===== src/common/link_pkg.sv =====
package link_pkg;

    localparam int opcode_w  = 3;
    localparam int payload_w = 5;
    localparam int coord_w   = 10;      // two payload parts

    typedef enum logic [opcode_w-1:0] {
        op_sync      = 3'd0,
        op_keeper_lo = 3'd1,
        op_keeper_hi = 3'd2,
        op_shot_x_lo = 3'd3,
        op_shot_x_hi = 3'd4,
        op_shot_y_lo = 3'd5,
        op_shot_y_hi = 3'd6,
        op_score     = 3'd7
    } msg_opcode_e;

    typedef enum logic [payload_w-1:0] {
        sync_shooter_start = 5'b11001,  // peer keeps goal, we shoot
        sync_keeper_start  = 5'b01001,  // peer shoots, we keep goal
        sync_idle          = 5'b00001,
        sync_return_start  = 5'b00101   // back to start screen
    } sync_code_e;

    // op_score payload fields
    localparam int score_w    = 3;
    localparam int scored_bit = 3;
    localparam int input_bit  = 4;

    localparam int fifo_depth = 8;
    localparam int fifo_ptr_w = $clog2(fifo_depth);
    localparam int fifo_cnt_w = $clog2(fifo_depth + 1);
    localparam logic [fifo_ptr_w-1:0] fifo_last = fifo_ptr_w'(fifo_depth - 1);
    localparam logic [fifo_cnt_w-1:0] fifo_full = fifo_cnt_w'(fifo_depth);

    // credits equal the decoder queue size
    localparam int credit_init = 2;
    localparam int credit_w    = $clog2(credit_init + 1);
    localparam int q_ptr_w     = $clog2(credit_init);
    localparam logic [credit_w-1:0] credit_max = credit_w'(credit_init);
    localparam logic [q_ptr_w-1:0]  q_last     = q_ptr_w'(credit_init - 1);

    localparam int link_timeout = 4000;
    localparam int wdog_w       = $clog2(link_timeout + 1);
    localparam logic [wdog_w-1:0] wdog_limit = wdog_w'(link_timeout);

endpackage


===== src/common/uart_pkg.sv =====
package uart_pkg;

    // serial bit timing
    localparam int clks_per_bit = 16;   // short bit time for simulation
    localparam int data_bits    = 8;
    localparam int half_bit     = clks_per_bit / 2;
    localparam int sync_lat     = 3;    // line edge to start state, in cycles

    localparam int cnt_w = $clog2(clks_per_bit);
    localparam int idx_w = $clog2(data_bits);

    // counter compare points
    localparam logic [cnt_w-1:0] mid_cnt  = cnt_w'(half_bit - 1);
    localparam logic [cnt_w-1:0] last_cnt = cnt_w'(clks_per_bit - 1);

    // stop bit is judged early to absorb the synchronizer delay
    localparam logic [cnt_w-1:0] stop_cnt = cnt_w'(clks_per_bit - 1 - sync_lat);
    localparam logic [idx_w-1:0] last_bit = idx_w'(data_bits - 1);

endpackage


===== src/hdl/game_link_top.sv =====
`timescale 1ns/1ps

module game_link_top (
    input  logic       clk,
    input  logic       rst,
    input  logic       rx,
    output logic       link_ok,
    output logic       enemy_shooter,
    output logic       game_starts,
    output logic       back_to_start,
    output logic [9:0] keeper_pos,
    output logic [9:0] shot_x,
    output logic [9:0] shot_y,
    output logic [2:0] opponent_score,
    output logic       enemy_scored,
    output logic       enemy_input,
    output logic       rx_overflow
);

    logic       byte_valid;
    logic [7:0] byte_data;
    logic       msg_valid;
    logic [7:0] msg_data;
    logic       msg_credit;

    uart_rx u_uart_rx (
        .clk        (clk),
        .rst        (rst),
        .rx         (rx),
        .byte_valid (byte_valid),
        .byte_data  (byte_data)
    );

    rx_fifo u_rx_fifo (
        .clk         (clk),
        .rst         (rst),
        .byte_valid  (byte_valid),
        .byte_data   (byte_data),
        .msg_valid   (msg_valid),
        .msg_data    (msg_data),
        .msg_credit  (msg_credit),
        .rx_overflow (rx_overflow)
    );

    link_decoder u_link_decoder (
        .clk            (clk),
        .rst            (rst),
        .msg_valid      (msg_valid),
        .msg_data       (msg_data),
        .msg_credit     (msg_credit),
        .link_ok        (link_ok),
        .enemy_shooter  (enemy_shooter),
        .game_starts    (game_starts),
        .back_to_start  (back_to_start),
        .keeper_pos     (keeper_pos),
        .shot_x         (shot_x),
        .shot_y         (shot_y),
        .opponent_score (opponent_score),
        .enemy_scored   (enemy_scored),
        .enemy_input    (enemy_input)
    );

endmodule


===== src/hdl/link_decoder.sv =====
`timescale 1ns/1ps

module link_decoder (
    input  logic       clk,
    input  logic       rst,
    input  logic       msg_valid,
    input  logic [7:0] msg_data,
    output logic       msg_credit,
    output logic       link_ok,
    output logic       enemy_shooter,
    output logic       game_starts,
    output logic       back_to_start,
    output logic [9:0] keeper_pos,
    output logic [9:0] shot_x,
    output logic [9:0] shot_y,
    output logic [2:0] opponent_score,
    output logic       enemy_scored,
    output logic       enemy_input
);

    logic [7:0] q_mem [link_pkg::credit_init];
    logic [link_pkg::q_ptr_w-1:0] q_wr;
    logic [link_pkg::q_ptr_w-1:0] q_rd;
    logic [link_pkg::credit_w-1:0] q_cnt;
    logic pop;
    logic [7:0] head;
    link_pkg::msg_opcode_e opcode;
    link_pkg::sync_code_e sync_code;
    logic [link_pkg::payload_w-1:0] payload;
    logic [link_pkg::payload_w-1:0] keeper_lo;
    logic [link_pkg::payload_w-1:0] shot_x_lo;
    logic [link_pkg::payload_w-1:0] shot_x_hi;
    logic [link_pkg::payload_w-1:0] shot_y_lo;
    logic [link_pkg::wdog_w-1:0] wdog_cnt;

    assign pop        = (q_cnt != '0);   // one byte per cycle
    assign msg_credit = pop;
    assign head       = q_mem[q_rd];
    assign opcode     = link_pkg::msg_opcode_e'(head[link_pkg::opcode_w-1:0]);
    assign payload    = head[link_pkg::opcode_w +: link_pkg::payload_w];
    assign sync_code  = link_pkg::sync_code_e'(payload);

    always_ff @(posedge clk) begin
        if (msg_valid) begin
            q_mem[q_wr] <= msg_data;
        end
    end

    always_ff @(posedge clk) begin
        if (rst) begin
            q_wr  <= '0;
            q_rd  <= '0;
            q_cnt <= '0;
        end else begin
            if (msg_valid) begin
                q_wr <= (q_wr == link_pkg::q_last) ? '0 : q_wr + 1'b1;
            end
            if (pop) begin
                q_rd <= (q_rd == link_pkg::q_last) ? '0 : q_rd + 1'b1;
            end
            case ({msg_valid, pop})
                2'b10:   q_cnt <= q_cnt + 1'b1;
                2'b01:   q_cnt <= q_cnt - 1'b1;
                default: q_cnt <= q_cnt;
            endcase
        end
    end

    // low parts wait here until the closing message
    always_ff @(posedge clk) begin
        if (pop) begin
            case (opcode)
                link_pkg::op_keeper_lo: keeper_lo <= payload;
                link_pkg::op_shot_x_lo: shot_x_lo <= payload;
                link_pkg::op_shot_x_hi: shot_x_hi <= payload;
                link_pkg::op_shot_y_lo: shot_y_lo <= payload;
                default: ;
            endcase
        end
    end

    always_ff @(posedge clk) begin
        if (rst) begin
            link_ok        <= 1'b0;
            enemy_shooter  <= 1'b0;
            game_starts    <= 1'b0;
            back_to_start  <= 1'b0;
            keeper_pos     <= '0;
            shot_x         <= '0;
            shot_y         <= '0;
            opponent_score <= '0;
            enemy_scored   <= 1'b0;
            enemy_input    <= 1'b0;
        end else if (pop) begin
            case (opcode)
                link_pkg::op_sync: begin
                    link_ok       <= 1'b1;
                    enemy_shooter <= (sync_code == link_pkg::sync_keeper_start);
                    game_starts   <= (sync_code == link_pkg::sync_keeper_start) ||
                                     (sync_code == link_pkg::sync_shooter_start);
                    back_to_start <= (sync_code == link_pkg::sync_return_start);
                    case (sync_code)
                        link_pkg::sync_shooter_start,
                        link_pkg::sync_keeper_start,
                        link_pkg::sync_idle,
                        link_pkg::sync_return_start: ;
                        default: link_ok <= 1'b0;   // garbage sync means a broken link
                    endcase
                end
                link_pkg::op_keeper_hi: keeper_pos <= {payload, keeper_lo};
                link_pkg::op_shot_y_hi: begin
                    shot_x <= {shot_x_hi, shot_x_lo};    // x and y land together
                    shot_y <= {payload, shot_y_lo};
                end
                link_pkg::op_score: begin
                    opponent_score <= payload[link_pkg::score_w-1:0];
                    enemy_scored   <= payload[link_pkg::scored_bit];
                    enemy_input    <= payload[link_pkg::input_bit];
                end
                default: ;
            endcase
        end else if (wdog_cnt == link_pkg::wdog_limit) begin
            link_ok <= 1'b0;                             // silent peer
        end
    end

    always_ff @(posedge clk) begin
        if (rst || pop) begin
            wdog_cnt <= '0;
        end else if (wdog_cnt != link_pkg::wdog_limit) begin
            wdog_cnt <= wdog_cnt + 1'b1;                 // saturates at the limit
        end
    end

    // fifo must hold back while every queue slot is taken
    queue_no_overflow: assert property (@(posedge clk) disable iff (rst)
        msg_valid |-> (q_cnt != link_pkg::credit_max));

endmodule


===== src/hdl/rx_fifo.sv =====
`timescale 1ns/1ps

module rx_fifo (
    input  logic       clk,
    input  logic       rst,
    input  logic       byte_valid,
    input  logic [7:0] byte_data,
    output logic       msg_valid,
    output logic [7:0] msg_data,
    input  logic       msg_credit,
    output logic       rx_overflow
);

    logic [7:0] mem [link_pkg::fifo_depth];
    logic [link_pkg::fifo_ptr_w-1:0] wr_ptr;
    logic [link_pkg::fifo_ptr_w-1:0] rd_ptr;
    logic [link_pkg::fifo_cnt_w-1:0] count;
    logic [link_pkg::credit_w-1:0] credits;
    logic full;
    logic push;

    assign full      = (count == link_pkg::fifo_full);
    assign push      = byte_valid && !full;
    assign msg_valid = (count != '0) && (credits != '0); // send only with a credit in hand
    assign msg_data  = mem[rd_ptr];

    always_ff @(posedge clk) begin
        if (push) begin
            mem[wr_ptr] <= byte_data;
        end
    end

    always_ff @(posedge clk) begin
        if (rst) begin
            wr_ptr      <= '0;
            rd_ptr      <= '0;
            count       <= '0;
            credits     <= link_pkg::credit_max;
            rx_overflow <= 1'b0;
        end else begin
            if (push) begin
                wr_ptr <= (wr_ptr == link_pkg::fifo_last) ? '0 : wr_ptr + 1'b1;
            end
            if (msg_valid) begin
                rd_ptr <= (rd_ptr == link_pkg::fifo_last) ? '0 : rd_ptr + 1'b1;
            end
            case ({push, msg_valid})
                2'b10:   count <= count + 1'b1;
                2'b01:   count <= count - 1'b1;
                default: count <= count;
            endcase
            case ({msg_credit, msg_valid})
                2'b10:   credits <= credits + 1'b1;
                2'b01:   credits <= credits - 1'b1;
                default: credits <= credits;   // send and return cancel
            endcase
            if (byte_valid && full) begin
                rx_overflow <= 1'b1;           // sticky until reset
            end
        end
    end

    // decoder never returns more credits than it was given
    credit_bound: assert property (@(posedge clk) disable iff (rst)
        credits <= link_pkg::credit_max);

endmodule


===== src/uart/uart_rx.sv =====
`timescale 1ns/1ps

module uart_rx (
    input  logic       clk,
    input  logic       rst,
    input  logic       rx,
    output logic       byte_valid,
    output logic [7:0] byte_data
);

    typedef enum logic [1:0] {
        st_idle,
        st_start,
        st_data,
        st_stop
    } rx_state_e;

    rx_state_e state;
    logic rx_meta;
    logic rx_s;
    logic [uart_pkg::cnt_w-1:0] cnt;
    logic [uart_pkg::idx_w-1:0] bit_idx;

    always_ff @(posedge clk) begin
        if (rst) begin
            rx_meta <= 1'b1;                // line idles high
            rx_s    <= 1'b1;
        end else begin
            rx_meta <= rx;
            rx_s    <= rx_meta;
        end
    end

    always_ff @(posedge clk) begin
        if (rst) begin
            state      <= st_idle;
            cnt        <= '0;
            bit_idx    <= '0;
            byte_valid <= 1'b0;
        end else begin
            byte_valid <= 1'b0;
            case (state)
                st_idle: begin
                    cnt     <= '0;
                    bit_idx <= '0;
                    if (!rx_s) begin
                        state <= st_start;
                    end
                end
                st_start: begin
                    if (cnt == uart_pkg::mid_cnt) begin
                        cnt   <= '0;
                        state <= rx_s ? st_idle : st_data; // glitch, not a start bit
                    end else begin
                        cnt <= cnt + 1'b1;
                    end
                end
                st_data: begin
                    if (cnt == uart_pkg::last_cnt) begin
                        cnt       <= '0;
                        byte_data <= {rx_s, byte_data[7:1]}; // lsb first
                        bit_idx   <= bit_idx + 1'b1;
                        if (bit_idx == uart_pkg::last_bit) begin
                            state <= st_stop;
                        end
                    end else begin
                        cnt <= cnt + 1'b1;
                    end
                end
                default: begin
                    if (cnt == uart_pkg::stop_cnt) begin
                        byte_valid <= rx_s;         // bad stop bit drops the byte
                        state      <= st_idle;
                    end else begin
                        cnt <= cnt + 1'b1;
                    end
                end
            endcase
        end
    end

endmodule

===== config.mk =====
export PLATFORM = sky130hd
export DESIGN_NAME = game_link_top
export DESIGN_NICKNAME = d
export VERILOG_FILES = /design/src/common/link_pkg.sv /design/src/common/uart_pkg.sv /design/src/hdl/game_link_top.sv /design/src/hdl/link_decoder.sv /design/src/hdl/rx_fifo.sv /design/src/uart/uart_rx.sv
export SDC_FILE = /design/constraint.sdc
export NUM_CORES = 1
export LEC_CHECK = 0
export ABC_AREA = 0
export ABC_CLOCK_PERIOD_IN_PS = 2800
export BUFFER_PORTS_ARGS = -buffer_cell sky130_fd_sc_hd__buf_2
export CAP_MARGIN = 30
export CORE_ASPECT_RATIO = 1.5
export CORE_MARGIN = 1.5
export CORE_UTILIZATION = 45
export DETAILED_ROUTE_END_ITERATION = 10
export PLACE_DENSITY = 0.64
export SLEW_MARGIN = 20
export SYNTH_ARGS = -nofsm -noshare
export SYNTH_HDL_FRONTEND = slang
export SYNTH_SLANG_ARGS = --single-unit

===== constraint.sdc =====
create_clock -name clk -period 2.8 [get_ports clk]
set_input_delay 0.28 -clock clk [delete_from_list [all_inputs] [get_ports clk]]
set_output_delay 0.28 -clock clk [all_outputs]
set_load 0.01 [all_outputs]

==> impl_results.md <==
- Die X: 108 um
- Switching share of power: 30.5%
- Critical path launch point type: register
- Crit path cell chain: nor3_1 > a21oi_1 > buf_4 > ha_1 > xor2_1 > ha_1 > a21oi_1 > xor2_1 > or3_1 > a21oi_1
- Post-synthesis cell count: 548
- First-pass GRT wire length: 21600 um
- Pin count of the biggest net entering global routing: 38
- Die area: 17400 sq um
- Period utilization: 83.5%
- Post-synth EDFFs: 108
- Fillers: 1353
- Setup total negative slack: 0 ns
- Reg2reg end: u_rx_fifo.count[2]$_SDFFE_PP0P_
- Minimum clock period: 2.34 ns
- Slowest cell on the critical path: dfxtp_1
- Core Area: 16300 sq um
- NumNets Final: 623
- Via count: 4322
- Hold Path Depth: 2
- Vias per Instance: 5.25
- Clk sinks: 192
- Mapped cell area: 7480 sq um
- Post-CTS setup buffers: 0
- Max_cap viols: 0
- RSZ-0062 raised after global routing: no
- Crit path max fanout: 8
- Clk network pwr share: 29.4%
- Clock Latency Late Sink: 0.42 ns
- Count of final max-slew check failures: 0
- Largest stage delay on the critical path: 0.38 ns
- Asr flop ratio synth: 0%
- Starting Density: 46.0%
- CP bufs+invs: 1
- Initial antenna violation count: 0
- Status: finished clean
- Worst Skew: 0.0115 ns
- Wire length per cell: 16.1 um
- Crit-path leading delay family: simple AND/OR/NAND/NOR gates
- Setup Viol. Count Final: 0
- Num CTS Buffers: 17
- Seq pwr share: 46.0%
- R2R depth: 10
- H-tree Lvls: 4
- Ratio of cells with drive above 1 in the final layout: 21.8%
- Seq cells post-synth: 192
- Gpl congestion: 0.798
- Clock buffer depth: 2
- Req. time, crit path: 3.14 ns
- Routed WL: 13300 um
- Worst hold path type: in -> reg
- Synthesized Nets: 566
- Syn Area/Cell: 13.7 sq um
- Grt ovf: 0
- Reg clk slew, reported paths: 0.07 ns
- R2r setup slk: 0.46 ns
- DRC viols: 0
- Overall power: 8.02 mW
- TritonRoute pass-1 iters: 5
- Final hold vios: 0
- Largest cells by area after synthesis: edfxtp_1 (43%), dfxtp_1 (22%), mux4_2 (4.8%), mux2i_1 (3.9%), nor2_1 (3.7%)
- Post-synth top flop: edfxtp_1
- Maximum clock rate: 428 MHz
- Cell with the most instances after synthesis: edfxtp_1
- Headroom to the max-slew limit: 43.0%
- CTS tree: done
- Final core utilization: 52.7%
- YS warnings: 0
- Detail Placement HPWL: 8920 um
- Max VDD drop: 0.449 mV
- P_leak: 3.01 nW
- CP dominant cell by count: a21oi_1
- CTS-repair resized insts: 0
- Top cell type's share of synthesized area: 43.3%
- Element type at the critical path end: register
- Die Ht: 161 um
- Most instantiated cells after synthesis: edfxtp_1 (108), dfxtp_1 (84), nor2_1 (73)
- Int Pwr: 5.57 mW
- Layout area overhead: 14.4%
- Row count: 57
- CTS Hold Buffers Added: 0
- Seq/Total Area, Yosys: 65.8%
- FF-to-FF Start: u_rx_fifo.count[0]$_SDFFE_PP0P_
- Tightest Pin Transition: 0.831 ns
- Sw power: 2.45 mW
- Antenna fix cells: 0
- Worst hold endpoint: u_uart_rx.rx_meta$_SDFF_PP1_
- Total Routing Usage GR: 16.3%
- I/O pins: 43
- CP arrival: 2.68 ns
- Largest area contributor in the netlist: edfxtp_1
- Crit path kind: reg -> reg
- Power per Cell Area: 937 nW/um^2
- ANT nets after route: 0
- Initial DRC Count: 266
- Logic pwr share: 24.6%
- Number of global-route vias before repair: 4320
- Port Buffers: 42
- Count of cell types in the netlist: 48
- Hold Startpoint: rx
- Clock Tree Root: clkbuf_16
[cell families (layout without fill, tap and decap cells)]
logic type / after synthesis / count (layout) / synth area share, %
buf+inv: 37 / 107 / 2.32
mux: 56 / 56 / 10.3
flops: 192 / 192 / 65.8
simple gates: 170 / 170 / 11.1
fa+ha+maj: 15 / 15 / 2.51
xor+xnor: 19 / 19 / 2.22
compound gates: 59 / 59 / 5.75
[stage by stage]
step | instances | instance area, sq um | setup slack, ns | hold WS, ns
floorplan | 548 | 7480 | 0.411 | 0.384
global route | 824 | 8560 | 0.289 | 0.0282
finish | 824 | 8560 | 0.463 | 0.0387
CTS | 824 | 8560 | 0.494 | 0.0281
detailed placement | 792 | 7970 | 0.499 | 0.401
global placement | 792 | 7970 | 0.618 | 0.407
[how the worst max path moves through the flow]
stage	cells past startpoint	slack [ns]	start	to
after floorplan	10	0.41	u_rx_fifo.count[1]$_SDFFE_PP0P_	u_rx_fifo.count[2]$_SDFFE_PP0P_
after global placement	10	0.62	u_rx_fifo.count[0]$_SDFFE_PP0P_	u_rx_fifo.count[2]$_SDFFE_PP0P_
after detailed placement	9	0.50	u_rx_fifo.count[0]$_SDFFE_PP0P_	u_rx_fifo.count[2]$_SDFFE_PP0P_
after CTS	9	0.49	u_rx_fifo.count[0]$_SDFFE_PP0P_	u_rx_fifo.count[2]$_SDFFE_PP0P_
after global routing	10	0.29	u_rx_fifo.count[0]$_SDFFE_PP0P_	u_rx_fifo.count[2]$_SDFFE_PP0P_
final	10	0.46	u_rx_fifo.count[0]$_SDFFE_PP0P_	u_rx_fifo.count[2]$_SDFFE_PP0P_
[area by class of cell]
class                           count  area (sq um)  area share (%)
Inverter                           15          56.3           0.658
Sequential cell                   192          4920            57.5
Tap cell                          206           258            3.01
Multi-Input combinational cell    319          2390            27.9
Clock inverter                     12           114            1.33
Clock buffer                       20           479            5.60
Timing Repair Buffer               60           345            4.03
[registers in the layout, summed over array words and instances (netlist names), 2 cells and up, named ones only]
| name | cells |
|---|---|
| u_rx_fifo.mem | 64 |
| u_link_decoder.q_mem | 16 |
| u_link_decoder.wdog_cnt | 12 |
| u_link_decoder.keeper_pos | 10 |
| u_link_decoder.shot_x | 10 |
| u_link_decoder.shot_y | 10 |
| u_uart_rx.byte_data | 8 |
| u_link_decoder.keeper_lo | 5 |
| u_link_decoder.shot_x_hi | 5 |
| u_link_decoder.shot_x_lo | 5 |
| u_link_decoder.shot_y_lo | 5 |
| u_rx_fifo.count | 4 |
| u_uart_rx.cnt | 4 |
| u_link_decoder.opponent_score | 3 |
| u_rx_fifo.rd_ptr | 3 |
| u_rx_fifo.wr_ptr | 3 |
| u_uart_rx.bit_idx | 3 |
| u_link_decoder.q_cnt | 2 |
| u_rx_fifo.credits | 2 |
| u_uart_rx.state | 2 |
[per-layer routing]
layer,global-route usage (%),routed length (um),vias to the layer above
li1,-,-,2122
met1,17.1,5160,2112
met2,31.0,7510,73
met3,3.37,364,15
met4,6.40,244,0
met5,0,0,-
[power groups by stage]
stage               registers, mW  clock network (mW)  logic (mW)
floorplan                    3.67                   0        1.57
global placement             3.74                   0        1.93
detailed placement           3.76                   0        1.99
CTS                          3.70                2.41        2.00
global route                 3.75                2.53        2.18
finish                       3.69                2.36        1.97
[cell usage in the layout (no fill, tap or decap), types with 11 or more instances in the layout]
| cell type | count |
|---|---|
| nand2_1 | 24 |
| clkbuf_16 | 19 |
| mux2_2 | 11 |
| mux2i_1 | 29 |
| nand3_1 | 12 |
| xnor2_1 | 11 |
| nor2_1 | 73 |
| edfxtp_1 | 108 |
| nor3_1 | 13 |
| inv_1 | 14 |
| ha_1 | 15 |
| mux4_2 | 16 |
| dfxtp_1 | 84 |
| buf_4 | 18 |
| a21oi_1 | 24 |
| buf_2 | 42 |
| a211oi_1 | 11 |
No activity file was read; power rests on OpenSTA's default activity.
